### src/logic/rv_trap_pkg.sv
// --------------------------------------------------
// shared types and constants for the machine-level
// trap and CSR unit
// --------------------------------------------------
`default_nettype none

package rv_trap_pkg;

    localparam int XLEN = 32;

    typedef logic [XLEN-1:0] word_t;
    typedef logic [11:0]     csr_addr_t;

    // interrupt bit vector, same layout as mie and mip
    typedef logic [11:0]     irq_vec_t;

    typedef enum logic [1:0] {
        mode_user    = 2'd0,
        mode_machine = 2'd3
    } priv_mode_e;

    // --------------------------------------------------
    // implemented CSR addresses
    // --------------------------------------------------
    typedef enum logic [11:0] {
        csr_mstatus   = 12'h300,
        csr_misa      = 12'h301,
        csr_mie       = 12'h304,
        csr_mtvec     = 12'h305,
        csr_mscratch  = 12'h340,
        csr_mepc      = 12'h341,
        csr_mcause    = 12'h342,
        csr_mtval     = 12'h343,
        csr_mip       = 12'h344,
        csr_mvendorid = 12'hF11,
        csr_marchid   = 12'hF12,
        csr_mimpid    = 12'hF13,
        csr_mhartid   = 12'hF14
    } csr_addr_e;

    // --------------------------------------------------
    // cause codes
    // --------------------------------------------------
    localparam word_t CAUSE_MISALIGNED_FETCH = 32'd0;
    localparam word_t CAUSE_FETCH_FAULT      = 32'd1;
    localparam word_t CAUSE_ILLEGAL          = 32'd2;
    localparam word_t CAUSE_MISALIGNED_LOAD  = 32'd4;
    localparam word_t CAUSE_MISALIGNED_STORE = 32'd6;
    localparam word_t CAUSE_ECALL_U          = 32'd8;
    localparam word_t CAUSE_ECALL_M          = 32'd11;

    // interrupt causes carry bit 31
    localparam word_t IRQ_CAUSE_MSW    = 32'h8000_0003;
    localparam word_t IRQ_CAUSE_MTIMER = 32'h8000_0007;
    localparam word_t IRQ_CAUSE_MEXT   = 32'h8000_000B;

    // --------------------------------------------------
    // mstatus fields and write masks
    // --------------------------------------------------
    localparam int MSTATUS_MIE    = 3;
    localparam int MSTATUS_MPIE   = 7;
    localparam int MSTATUS_MPP_LO = 11;
    localparam int MSTATUS_MPP_HI = 12;

    localparam word_t    MSTATUS_WR_MASK = 32'h0000_1888;
    localparam irq_vec_t MIE_WR_MASK     = 12'h888;
    localparam irq_vec_t MIP_WR_MASK     = 12'h888;

    // combinational trap request from the interrupt or exception side
    typedef struct packed {
        logic  valid;
        word_t cause;
        word_t tval;
    } trap_req_t;

endpackage

`default_nettype wire

### src/logic/csr_state_if.sv
// --------------------------------------------------
// live machine state, CSR file to trap units
// --------------------------------------------------
`default_nettype none

interface csr_state_if;
    import rv_trap_pkg::*;

    priv_mode_e mode;
    logic       mstatus_mie;
    irq_vec_t   mie;
    irq_vec_t   mip;

    modport owner (
        output mode, mstatus_mie, mie, mip
    );

    modport irq_view (
        input mode, mstatus_mie, mie, mip
    );

    // exceptions only care about the mode for ecall
    modport excp_view (
        input mode
    );

endinterface

`default_nettype wire

### src/logic/excp_unit.sv
// --------------------------------------------------
// exception unit: picks the highest priority
// exception, encodes its cause and trap value
// --------------------------------------------------
`default_nettype none

module excp_unit (
    input  logic                   excp_ferr_i,
    input  logic                   excp_ilgl_i,
    input  logic                   excp_maif_i,
    input  logic                   excp_mala_i,
    input  logic                   excp_masa_i,
    input  logic                   excp_ecall_i,
    input  rv_trap_pkg::word_t     excp_pc_i,
    input  rv_trap_pkg::word_t     excp_ins_i,
    csr_state_if.excp_view         state_if,
    output rv_trap_pkg::trap_req_t excp_req_o
);
    import rv_trap_pkg::*;

    word_t ecall_cause;

    assign ecall_cause = (state_if.mode == mode_user) ? CAUSE_ECALL_U : CAUSE_ECALL_M;

    // --------------------------------------------------
    // cause and tval select
    // --------------------------------------------------
    always_comb begin
        excp_req_o.valid = 1'b1;
        excp_req_o.tval  = '0;
        if (excp_ferr_i) begin
            excp_req_o.cause = CAUSE_FETCH_FAULT;
        end else if (excp_ilgl_i) begin
            // offending instruction word goes to mtval
            excp_req_o.cause = CAUSE_ILLEGAL;
            excp_req_o.tval  = excp_ins_i;
        end else if (excp_maif_i) begin
            excp_req_o.cause = CAUSE_MISALIGNED_FETCH;
            excp_req_o.tval  = excp_pc_i;
        end else if (excp_mala_i) begin
            excp_req_o.cause = CAUSE_MISALIGNED_LOAD;
            excp_req_o.tval  = excp_pc_i;
        end else if (excp_masa_i) begin
            excp_req_o.cause = CAUSE_MISALIGNED_STORE;
            excp_req_o.tval  = excp_pc_i;
        end else if (excp_ecall_i) begin
            excp_req_o.cause = ecall_cause;
        end else begin
            excp_req_o.valid = 1'b0;
            excp_req_o.cause = '0;
        end
    end

endmodule

`default_nettype wire

### src/logic/irq_unit.sv
// --------------------------------------------------
// interrupt unit: pending and enable logic with
// fixed priority cause encoding
// --------------------------------------------------
`default_nettype none

module irq_unit (
    input  logic                  irq_extern_i,
    input  logic                  irq_softw_i,
    input  logic                  irq_timer_i,
    csr_state_if.irq_view         state_if,
    output rv_trap_pkg::trap_req_t irq_req_o
);
    import rv_trap_pkg::*;

    irq_vec_t pending;
    irq_vec_t enabled;
    logic     irq_gate;

    // raw lines land on the same bits as mip
    assign pending = {irq_extern_i, 3'b000, irq_timer_i, 3'b000, irq_softw_i, 3'b000}
                   | state_if.mip;

    // user mode always takes machine interrupts
    assign irq_gate = (state_if.mode == mode_user) || state_if.mstatus_mie;
    assign enabled  = irq_gate ? (pending & state_if.mie) : '0;

    // --------------------------------------------------
    // priority: external, software, timer
    // --------------------------------------------------
    always_comb begin
        irq_req_o.valid = 1'b1;
        irq_req_o.tval  = '0;
        if (enabled[11]) begin
            irq_req_o.cause = IRQ_CAUSE_MEXT;
        end else if (enabled[3]) begin
            irq_req_o.cause = IRQ_CAUSE_MSW;
        end else if (enabled[7]) begin
            irq_req_o.cause = IRQ_CAUSE_MTIMER;
        end else begin
            irq_req_o.valid = 1'b0;
            irq_req_o.cause = '0;
        end
    end

endmodule

`default_nettype wire

### src/logic/rv_trap_top.sv
// --------------------------------------------------
// trap and CSR unit top level
// --------------------------------------------------
`default_nettype none

module rv_trap_top #(
    parameter rv_trap_pkg::word_t RESET_VECTOR = 32'h0000_0100,
    parameter rv_trap_pkg::word_t VENDOR_ID    = 32'h0000_0000,
    parameter rv_trap_pkg::word_t ARCH_ID      = 32'h0000_0000,
    parameter rv_trap_pkg::word_t IMPL_ID      = 32'h0000_0000,
    parameter rv_trap_pkg::word_t HART_ID      = 32'h0000_0000
) (
    input  logic                    clk_i,
    input  logic                    reset_i,
    input  logic                    exs_en_i,
    // CSR access and write-back
    input  logic                    access_i,
    input  rv_trap_pkg::csr_addr_t  addr_i,
    output rv_trap_pkg::word_t      rd_data_o,
    output logic                    bad_csr_addr_o,
    output logic                    readonly_csr_o,
    output logic                    priv_too_low_o,
    input  logic                    wr_i,
    input  rv_trap_pkg::csr_addr_t  wr_addr_i,
    input  rv_trap_pkg::word_t      wr_data_i,
    // interrupt lines
    input  logic                    irq_extern_i,
    input  logic                    irq_softw_i,
    input  logic                    irq_timer_i,
    // exceptions
    input  logic                    ex_valid_i,
    input  logic                    excp_ferr_i,
    input  logic                    excp_ilgl_i,
    input  logic                    excp_maif_i,
    input  logic                    excp_mala_i,
    input  logic                    excp_masa_i,
    input  logic                    excp_ecall_i,
    input  rv_trap_pkg::word_t      excp_pc_i,
    input  rv_trap_pkg::word_t      excp_ins_i,
    // trap control
    output logic                    interrupt_o,
    output logic                    jump_to_trap_o,
    output rv_trap_pkg::word_t      trap_entry_addr_o,
    input  logic                    trap_rtn_i,
    output rv_trap_pkg::word_t      trap_rtn_addr_o,
    output rv_trap_pkg::word_t      trap_cause_o,
    output rv_trap_pkg::priv_mode_e mode_o
);
    import rv_trap_pkg::*;

    trap_req_t irq_req;
    trap_req_t excp_req;
    irq_vec_t  irq_lines;

    csr_state_if state_if ();

    // raw lines in mip bit order
    assign irq_lines = {irq_extern_i, 3'b000, irq_timer_i, 3'b000, irq_softw_i, 3'b000};

    irq_unit irq_unit_i (
        .irq_extern_i (irq_extern_i),
        .irq_softw_i  (irq_softw_i),
        .irq_timer_i  (irq_timer_i),
        .state_if     (state_if.irq_view),
        .irq_req_o    (irq_req)
    );

    excp_unit excp_unit_i (
        .excp_ferr_i  (excp_ferr_i),
        .excp_ilgl_i  (excp_ilgl_i),
        .excp_maif_i  (excp_maif_i),
        .excp_mala_i  (excp_mala_i),
        .excp_masa_i  (excp_masa_i),
        .excp_ecall_i (excp_ecall_i),
        .excp_pc_i    (excp_pc_i),
        .excp_ins_i   (excp_ins_i),
        .state_if     (state_if.excp_view),
        .excp_req_o   (excp_req)
    );

    trap_csr_file #(
        .RESET_VECTOR (RESET_VECTOR),
        .VENDOR_ID    (VENDOR_ID),
        .ARCH_ID      (ARCH_ID),
        .IMPL_ID      (IMPL_ID),
        .HART_ID      (HART_ID)
    ) trap_csr_file_i (
        .clk_i             (clk_i),
        .reset_i           (reset_i),
        .exs_en_i          (exs_en_i),
        .access_i          (access_i),
        .addr_i            (addr_i),
        .wr_addr_i         (wr_addr_i),
        .wr_i              (wr_i),
        .wr_data_i         (wr_data_i),
        .rd_data_o         (rd_data_o),
        .bad_csr_addr_o    (bad_csr_addr_o),
        .readonly_csr_o    (readonly_csr_o),
        .priv_too_low_o    (priv_too_low_o),
        .irq_lines_i       (irq_lines),
        .irq_req_i         (irq_req),
        .excp_req_i        (excp_req),
        .ex_valid_i        (ex_valid_i),
        .excp_pc_i         (excp_pc_i),
        .trap_rtn_i        (trap_rtn_i),
        .interrupt_o       (interrupt_o),
        .jump_to_trap_o    (jump_to_trap_o),
        .trap_entry_addr_o (trap_entry_addr_o),
        .trap_rtn_addr_o   (trap_rtn_addr_o),
        .trap_cause_o      (trap_cause_o),
        .mode_o            (mode_o),
        .state_if          (state_if.owner)
    );

endmodule

`default_nettype wire

### src/logic/trap_csr_file.sv
// --------------------------------------------------
// machine CSR file: register access, trap entry,
// mret and trap target selection
// --------------------------------------------------
`default_nettype none

module trap_csr_file #(
    parameter rv_trap_pkg::word_t RESET_VECTOR = 32'h0000_0100,
    parameter rv_trap_pkg::word_t VENDOR_ID    = 32'h0000_0000,
    parameter rv_trap_pkg::word_t ARCH_ID      = 32'h0000_0000,
    parameter rv_trap_pkg::word_t IMPL_ID      = 32'h0000_0000,
    parameter rv_trap_pkg::word_t HART_ID      = 32'h0000_0000
) (
    input  logic                    clk_i,
    input  logic                    reset_i,
    input  logic                    exs_en_i,
    input  logic                    access_i,
    input  rv_trap_pkg::csr_addr_t  addr_i,
    input  rv_trap_pkg::csr_addr_t  wr_addr_i,
    input  logic                    wr_i,
    input  rv_trap_pkg::word_t      wr_data_i,
    output rv_trap_pkg::word_t      rd_data_o,
    output logic                    bad_csr_addr_o,
    output logic                    readonly_csr_o,
    output logic                    priv_too_low_o,
    input  rv_trap_pkg::irq_vec_t   irq_lines_i,
    input  rv_trap_pkg::trap_req_t  irq_req_i,
    input  rv_trap_pkg::trap_req_t  excp_req_i,
    input  logic                    ex_valid_i,
    input  rv_trap_pkg::word_t      excp_pc_i,
    input  logic                    trap_rtn_i,
    output logic                    interrupt_o,
    output logic                    jump_to_trap_o,
    output rv_trap_pkg::word_t      trap_entry_addr_o,
    output rv_trap_pkg::word_t      trap_rtn_addr_o,
    output rv_trap_pkg::word_t      trap_cause_o,
    output rv_trap_pkg::priv_mode_e mode_o,
    csr_state_if.owner              state_if
);
    import rv_trap_pkg::*;

    priv_mode_e mode_q;
    word_t      mstatus_q;
    irq_vec_t   mie_q;
    irq_vec_t   mip_q;
    word_t      mtvec_q;
    word_t      mscratch_q;
    word_t      mepc_q;
    word_t      mcause_q;
    word_t      mtval_q;

    word_t      trap_cause;
    word_t      trap_tval;
    word_t      trap_base;
    word_t      rd_data;
    logic       rd_bad;
    word_t      mstatus_wr;

    // --------------------------------------------------
    // state toward the trap units
    // --------------------------------------------------
    assign state_if.mode        = mode_q;
    assign state_if.mstatus_mie = mstatus_q[MSTATUS_MIE];
    assign state_if.mie         = mie_q;
    assign state_if.mip         = mip_q;
    assign mode_o               = mode_q;

    // --------------------------------------------------
    // trap select, interrupt wins
    // --------------------------------------------------
    assign interrupt_o    = irq_req_i.valid;
    assign jump_to_trap_o = ex_valid_i & (irq_req_i.valid | excp_req_i.valid);
    assign trap_cause     = irq_req_i.valid ? irq_req_i.cause : excp_req_i.cause;
    assign trap_tval      = irq_req_i.valid ? irq_req_i.tval : excp_req_i.tval;
    assign trap_cause_o   = trap_cause;

    assign trap_base = {mtvec_q[XLEN-1:2], 2'b00};

    // vectored mode only applies to interrupts
    assign trap_entry_addr_o = (mtvec_q[0] && irq_req_i.valid)
                             ? trap_base + {irq_req_i.cause[XLEN-3:0], 2'b00}
                             : trap_base;
    assign trap_rtn_addr_o   = mepc_q;

    // --------------------------------------------------
    // read decode
    // --------------------------------------------------
    always_comb begin
        rd_data = '0;
        rd_bad  = 1'b0;
        case (addr_i)
            csr_mstatus:   rd_data = mstatus_q;
            csr_misa:      rd_data = '0;
            csr_mie:       rd_data = {20'h0_0000, mie_q};
            csr_mtvec:     rd_data = mtvec_q;
            csr_mscratch:  rd_data = mscratch_q;
            csr_mepc:      rd_data = mepc_q;
            csr_mcause:    rd_data = mcause_q;
            csr_mtval:     rd_data = mtval_q;
            csr_mip:       rd_data = {20'h0_0000, mip_q | irq_lines_i};
            csr_mvendorid: rd_data = VENDOR_ID;
            csr_marchid:   rd_data = ARCH_ID;
            csr_mimpid:    rd_data = IMPL_ID;
            csr_mhartid:   rd_data = HART_ID;
            default:       rd_bad  = 1'b1;
        endcase
    end

    // result and access flags held until the next access
    always_ff @(posedge clk_i or posedge reset_i) begin
        if (reset_i) begin
            rd_data_o      <= '0;
            bad_csr_addr_o <= 1'b0;
            readonly_csr_o <= 1'b0;
            priv_too_low_o <= 1'b0;
        end else if (exs_en_i && access_i) begin
            rd_data_o      <= rd_data;
            bad_csr_addr_o <= rd_bad;
            readonly_csr_o <= (addr_i[11:10] == 2'b11);
            priv_too_low_o <= (addr_i[9:8] > mode_q);
        end
    end

    // MPP only holds user or machine
    always_comb begin
        mstatus_wr = wr_data_i & MSTATUS_WR_MASK;
        if (wr_data_i[MSTATUS_MPP_HI:MSTATUS_MPP_LO] != 2'b11) begin
            mstatus_wr[MSTATUS_MPP_HI:MSTATUS_MPP_LO] = 2'b00;
        end
    end

    // --------------------------------------------------
    // state update: trap, then mret, then write
    // --------------------------------------------------
    always_ff @(posedge clk_i or posedge reset_i) begin
        if (reset_i) begin
            mode_q     <= mode_machine;
            mstatus_q  <= '0;
            mie_q      <= '0;
            mip_q      <= '0;
            mtvec_q    <= RESET_VECTOR & 32'hFFFF_FFFC;
            mscratch_q <= '0;
            mepc_q     <= '0;
            mcause_q   <= '0;
            mtval_q    <= '0;
        end else if (exs_en_i) begin
            if (jump_to_trap_o) begin
                mstatus_q[MSTATUS_MPP_HI:MSTATUS_MPP_LO] <= mode_q;
                mstatus_q[MSTATUS_MPIE]                  <= mstatus_q[MSTATUS_MIE];
                mstatus_q[MSTATUS_MIE]                   <= 1'b0;
                mepc_q   <= excp_pc_i;
                mcause_q <= trap_cause;
                mtval_q  <= trap_tval;
                mode_q   <= mode_machine;
            end else if (trap_rtn_i) begin
                mode_q <= priv_mode_e'(mstatus_q[MSTATUS_MPP_HI:MSTATUS_MPP_LO]);
                mstatus_q[MSTATUS_MIE]                   <= mstatus_q[MSTATUS_MPIE];
                mstatus_q[MSTATUS_MPIE]                  <= 1'b1;
                mstatus_q[MSTATUS_MPP_HI:MSTATUS_MPP_LO] <= mode_user;
            end else if (wr_i) begin
                case (wr_addr_i)
                    csr_mstatus:  mstatus_q  <= mstatus_wr;
                    csr_mie:      mie_q      <= wr_data_i[11:0] & MIE_WR_MASK;
                    // mode values above 1 are reserved
                    csr_mtvec:    mtvec_q    <= wr_data_i & 32'hFFFF_FFFD;
                    csr_mscratch: mscratch_q <= wr_data_i;
                    csr_mepc:     mepc_q     <= {wr_data_i[XLEN-1:2], 2'b00};
                    csr_mcause:   mcause_q   <= wr_data_i;
                    csr_mtval:    mtval_q    <= wr_data_i;
                    csr_mip:      mip_q      <= wr_data_i[11:0] & MIP_WR_MASK;
                    default: begin
                    end
                endcase
            end
        end
    end

endmodule

`default_nettype wire
### config.mk
export PLATFORM = sky130hd
export DESIGN_NAME = rv_trap_top
export DESIGN_NICKNAME = d
export VERILOG_FILES = /design/src/logic/rv_trap_pkg.sv /design/src/logic/csr_state_if.sv /design/src/logic/excp_unit.sv /design/src/logic/irq_unit.sv /design/src/logic/rv_trap_top.sv /design/src/logic/trap_csr_file.sv
export SDC_FILE = /design/constraint.sdc
export NUM_CORES = 1
export LEC_CHECK = 0
export ABC_CLOCK_PERIOD_IN_PS = 6550
export BUFFER_PORTS_ARGS = -buffer_cell sky130_fd_sc_hd__buf_2
export CAP_MARGIN = 15
export CORE_MARGIN = 2
export CORE_UTILIZATION = 40
export CTS_CLUSTER_DIAMETER = 120
export CTS_CLUSTER_SIZE = 8
export DETAILED_ROUTE_END_ITERATION = 12
export GPL_TIMING_DRIVEN = 1
export PLACE_DENSITY_LB_ADDON = 0.3
export SETUP_SLACK_MARGIN = 0.5
export SLEW_MARGIN = 40
export SYNTH_ARGS = -nofsm -noshare
export SYNTH_HDL_FRONTEND = slang
export SYNTH_HIERARCHICAL = 1
export SYNTH_SLANG_ARGS = --single-unit
### constraint.sdc
create_clock -name clk_i -period 6.55 [get_ports clk_i]
set_input_delay 0.3275 -clock clk_i [delete_from_list [all_inputs] [get_ports clk_i]]
set_output_delay 0.3275 -clock clk_i [all_outputs]
set_load 0.02 [all_outputs]
### Yosys cells after proc, flatten, opt, wreduce, memory -nomap -nowiden

Index checks and enable logic that the tools add are counted.

| cells by class | value |
|---|---|
| add/sub/neg operators | 1 |
| magnitude comparators | 1 |
| equal/unequal tests | 24 |
| mux-type cells | 50 |
| bitwise logic cells | 6 |
| reductions and logical operators | 21 |

Operator list:

| operator | count |
|---|---|
| 2-to-1 mux 32 bit | 23 |
| one-hot mux 32 bit (8 select lines) | 1 |
| equality test 12 x 10 -> 1 bit (second input constant) | 17 |
| 2-to-1 mux 64 bit | 3 |
| equality test 12 bit (second input constant) | 4 |
| adder 32 bit | 1 |
| 2-to-1 mux 13 bit | 2 |
| AND reduction 5 bit | 4 |
| 2-to-1 mux 1 bit | 14 |
| OR reduction 13 bit | 1 |
| bitwise AND 12 bit | 1 |
| 2-to-1 mux 12 bit | 1 |
| 2-to-1 mux 2 bit | 6 |
| bitwise OR 12 bit | 1 |
| AND reduction 4 bit | 3 |
| nonzero test 2 bit | 5 |
| nonzero test 3 bit | 2 |
| != test 2 bit (second input constant) | 2 |
| AND reduction 3 bit | 1 |
| equality test 2 bit (second input constant) | 1 |
| > comparator 2 bit | 1 |
| logical AND 1 bit | 2 |
| logical NOT 2 bit | 1 |
| NOT 1 bit | 2 |
| 4 further kinds | 4 |

| word-level totals | value |
|---|---|
| register bits after elaboration | 206 |
| output and inout bits | 135 |

### Logic depth before layout (Yosys ltp)

| logic depth | value |
|---|---|
| word-level depth | 10 |
| mapped depth | 12 |

### Hierarchy

The synthesis kept the hierarchy.

By module, submodules not included:

| module | instances | cells each | area each (µm²) | seq. area each (µm²) |
|---|---|---|---|---|
| trap_csr_file | 1 | 1276 | 12687.2 | 5158.7 |
| excp_unit | 1 | 85 | 701.9 | 0.0 |
| irq_unit | 1 | 71 | 526.8 | 0.0 |
| rv_trap_top | 1 | 1 | 3.8 | 0.0 |

### Least setup slack after synthesis

No wires, ideal clock.

| timing path | value |
|---|---|
| path kind | register to output |
| from | reg trap_csr_file_i.mode_q[1] (netlist: trap_csr_file_i/mode_o[1]) |
| to | out trap_entry_addr_o[22] |
| arrival time | 3.212 ns |
| data required time | 6.222 ns |
| setup slack | 3.011 ns |
| stages on the path, launching flop included | 13 |
| buffers on the path | 1 |
| path through | dfstp_2 buf_4 o21ba_1 a31oi_1 ha_1 fa_1 a21o_1 a221oi_2 o21a_1 o21ai_0 o21bai_1 xor2_1 o21ai_0 |

RTL lines:

| item | line | text |
|---|---|---|
| from (decl) | trap_csr_file.sv:42 | `priv_mode_e mode_q;` |
| from (signal assigned) | trap_csr_file.sv:137 | `mode_q <= mode_machine;` |
| from (signal assigned) | trap_csr_file.sv:154 | `mode_q <= mode_machine;` |
| from (signal assigned) | trap_csr_file.sv:156 | `mode_q <= priv_mode_e'(mstatus_q[MSTATUS_MPP_HI:MSTATUS_MPP_LO]);` |
| to (decl) | rv_trap_top.sv:43 | `output rv_trap_pkg::word_t trap_entry_addr_o,` |

### Worst setup path after layout

| timing path | value |
|---|---|
| from | reg trap_csr_file_i.mip_q[3] (netlist: trap_csr_file_i/state_if.mip[3]) |
| to | out trap_entry_addr_o[30] |

| between the ends | value |
|---|---|
| longest elaborated chain between the ends | 7 |
| elaborated cells between the ends (all ways) | 10 |

Ends and longest elaborated chain:

| item | line | text |
|---|---|---|
| from (decl) | trap_csr_file.sv:45 | `irq_vec_t mip_q;` |
| from (signal assigned) | trap_csr_file.sv:170 | `csr_mip: mip_q <= wr_data_i[11:0] & MIP_WR_MASK;` |
| bitwise OR 12 bit * | irq_unit.sv:22 | `\| state_if.mip;` |
| bitwise AND 12 bit * | irq_unit.sv:26 | `assign enabled = irq_gate ? (pending & state_if.mie) : '0;` |
| 2-to-1 mux 12 bit * | irq_unit.sv:26 |  |
| 2-to-1 mux 32 bit / 2-to-1 mux 1 bit (equally long branches) | irq_unit.sv:36 | `end else if (enabled[3]) begin` |
| 2-to-1 mux 32 bit / 2-to-1 mux 1 bit (equally long branches) | irq_unit.sv:34 | `if (enabled[11]) begin` |
| adder 32 bit / logical AND 1 bit (equally long branches) | trap_csr_file.sv:81, trap_csr_file.sv:80 |  |
| 2-to-1 mux 32 bit * | trap_csr_file.sv:81 | `? trap_base + {irq_req_i.cause[XLEN-3:0], 2'b00}` |

Mark *: on every way between the ends. The rest lies on a longest branch, timed or not.

==> results.txt <==
----------------------------------------------------
[Timing]
  Final-report setup violation count ... 0
  Post-layout minimum cycle time ... roughly 4.8 ns
  Transition at the pin with the smallest max-transition slack ... 0.789 ns
  Hold Fails Final Rpt ... 0
  Total Negative Setup Slacks ... 0 ns
  Max_slew headroom ... 0.473
  Setup repair after global routing missed its margin ... no
  Max frequency ... 210 MHz
  Worst clock skew ... 0.0159 ns
  Period utilization ... 0.725
  Final Max Slew Viols ... 0
  Worst-case hold slack ... 0.0441 ns

[Placed design]
  Total placed cells including tap cells ... 2029
  IO Port Bufs ... 241
  RePlAce Congestion ... 0.855
  Sum of net half-perimeters after detailed placement ... 31300 µm

[Clock network]
  Number of buffers inserted during clock tree synthesis ... 29
  # hold bufs at CTS ... 1
  Setup repair bufs after CTS ... 0
  Clock slew at reported path FFs ... 0.06 ns
  Count of instances resized after the clock tree is built ... 0
  Clock buffer depth ... 3
  Clock latency at the later pin of the worst-skew pair ... 0.56 ns
  Root buffer cell ... sky130_fd_sc_hd__clkbuf_16
  TritonCTS clock tree ... built
  CTS H-tree lvls ... 1
  Clk sink count ... 206

[Die]
  Die ar. ... roughly 36000 µm²
  Initial core utilization ... 0.409
  Core outline area ... 33700 µm²
  Height of the die ... 190 µm
  Number of rows created at floorplan ... 67
  Number of top-level pins ... 271
  Die X-Extent ... 190 µm

[Power]
  IR drop worst, VDD ... 0.000185 V
  Total power divided by cell area ... 220 nW/µm²
  Leakage ... 7.44 nW

[Drt]
  Number of DRC violations after detailed routing ... 0
  Per-cell routed wire length ... 21.7 µm
  DRT Pass-1 Iters ... 5
  Number of DRC markers in iteration 0 ... just under 900
  Wire length reported by the detailed router ... 45400 µm
  Via count of the routed design ... 11600
  Final ANT Viol Nets ... 0
  Vias per Instance ... 5.58

[Setup path]
  Largest fanout on the critical path ... 15
  Type of origin of the critical path ... flip-flop
  Startpoint of the worst-slack reg-to-reg timing path ... trap_csr_file_i/mode_o[1]$_DFFE_PP1P_
  Worst Path Class, Setup ... reg -> out
  Arrival @ worst endpoint ... 4.42 ns
  Critical path launch point ... trap_csr_file_i/state_if.mip[3]$_DFFE_PP0P_
  Type of element capturing the critical path ... output pin
  CP required ... 6.22 ns

[Hold path]
  Hold_sp ... excp_pc_i[0]
  Type of the tightest min-delay check ... in -> reg

[Logic synthesis]
  Post-synthesis area per instance ... between 9 and 10 µm²
  Synth Instances ... 1415
  YS warnings ... 6
  Cell area after technology mapping ... approximately 14000 µm²

[GRT]
  Number of global-route vias before repair ... roughly 11000
  Initial antenna violation count ... 1
  Total congestion overflow ... 0
  Wire length of the first global-routing pass ... a little under 70000 µm
  Total track usage ... 0.245
  Largest net degree at the start of global routing ... 86

[Outcome]
  Outcome ... finished, final reports clean

[Cells and area]
  Final-stage net count ... approximately 1800
  Layout fillers ... 3246
  Count of non-filler cells in the finished layout ... 2087
  Antenna diodes ... 0
  Area Overhead vs Synth ... 16.1%
  Fraction of final layout cells sized beyond drive strength 1 ... 0.288

[Run]
  Maximum Capacitance Violations ... 0

----------------------------------------------------
## worst max-delay path: stages (launching register included)
cell,delay [ns]
sky130_fd_sc_hd__dfrtp_1,0.38
sky130_fd_sc_hd__o21ai_0,0.41
sky130_fd_sc_hd__a31oi_4,0.36
sky130_fd_sc_hd__ha_1,0.35
sky130_fd_sc_hd__fa_1,0.40
sky130_fd_sc_hd__a21o_1,0.22
sky130_fd_sc_hd__a221oi_2,0.43
sky130_fd_sc_hd__o21a_1,0.21
sky130_fd_sc_hd__o21ai_0,0.27
sky130_fd_sc_hd__o21ai_0,0.37
sky130_fd_sc_hd__a211o_1,0.18
sky130_fd_sc_hd__nand3_1,0.11
sky130_fd_sc_hd__buf_2,0.19
## area by class of cell
| class | count | area (µm²) | share of cell area |
|---|---|---|---|
| clock buffer | 53 | 826 | 0.0516 |
| clock inverter | 1 | 20.0 | 0.00125 |
| tap | 448 | 561 | 0.0350 |
| multi-input combinational | 1099 | 7880 | 0.492 |
| inverter | 13 | 56.3 | 0.00352 |
| timing repair buffer | 267 | 1510 | 0.0941 |
| sequential | 206 | 5160 | 0.322 |
## worst paths after layout
path	slack [ns]	cells after the start	to
min in group asynchronous	0.35	3	trap_csr_file_i/trap_rtn_addr_o[6]$_DFFE_PP0P_
hold reg to reg	0.48	2	trap_csr_file_i/rd_data_o[25]$_DFFE_PP0P_
setup / recovery	1.80	12	trap_entry_addr_o[30]
max in group asynchronous	5.12	4	trap_csr_file_i/mtvec_q[19]$_DFFE_PP0P_
hold / removal	0.04	2	trap_csr_file_i/trap_rtn_addr_o[0]$_DFFE_PP0P_
setup reg to reg	2.80	8	trap_csr_file_i/mcause_q[4]$_DFFE_PP0P_
## registers in the layout, summed over array words and instances (netlist names)
signal,flops
trap_csr_file_i/state_if.mip,3
trap_csr_file_i/mstatus_q,4
trap_csr_file_i/mtval_q,32
trap_csr_file_i/mcause_q,32
trap_csr_file_i/state_if.mie,3
trap_csr_file_i/readonly_csr_o,1
trap_csr_file_i/mscratch_q,32
trap_csr_file_i/mode_o,2
trap_csr_file_i/mtvec_q,31
trap_csr_file_i/bad_csr_addr_o,1
trap_csr_file_i/priv_too_low_o,1
trap_csr_file_i/trap_rtn_addr_o,32
trap_csr_file_i/rd_data_o,32
## per-stage QoR
step                utilization  power (mW)  cell area (µm²)  setup slack (ns)
floorplan                     -        1.90            14100             0.603
CTS                       0.473        3.54            15900              1.77
global route              0.475        3.68            16000              1.51
global placement          0.445        2.07            15000              2.43
detailed placement        0.448        2.09            15100              2.34
finish                    0.475        3.52            16000              1.80
## cell usage in the layout (no fill, tap or decap), types with 18 or more instances in the layout
cell,instances
sky130_fd_sc_hd__a21oi_1,66
sky130_fd_sc_hd__mux2i_1,95
sky130_fd_sc_hd__dfrtp_1,203
sky130_fd_sc_hd__mux2_2,102
sky130_fd_sc_hd__clkbuf_16,29
sky130_fd_sc_hd__ha_1,31
sky130_fd_sc_hd__a32o_1,32
sky130_fd_sc_hd__nand2_1,172
sky130_fd_sc_hd__nor2_1,100
sky130_fd_sc_hd__mux4_2,32
sky130_fd_sc_hd__conb_1,98
sky130_fd_sc_hd__o21ai_0,150
sky130_fd_sc_hd__clkbuf_1,23
sky130_fd_sc_hd__a221oi_1,18
sky130_fd_sc_hd__buf_2,241
## metal layers
layer | share of wire | up-vias | wire [µm] | GRT usage
met5 | 0.00031 | - | 14 | 0
met4 | 0.026 | 2 | 1170 | 0.0745
met3 | 0.078 | 77 | 3560 | 0.0439
met2 | 0.47 | 467 | 21500 | 0.410
met1 | 0.42 | 5697 | 19100 | 0.324
li1 | - | 5405 | - | -
## power by group
group	internal [mW]	switching, mW
Combinational	0.241	0.384
Clock	0.842	0.589
Sequential	1.39	0.0790
Power figures use the tool's default switching activity.
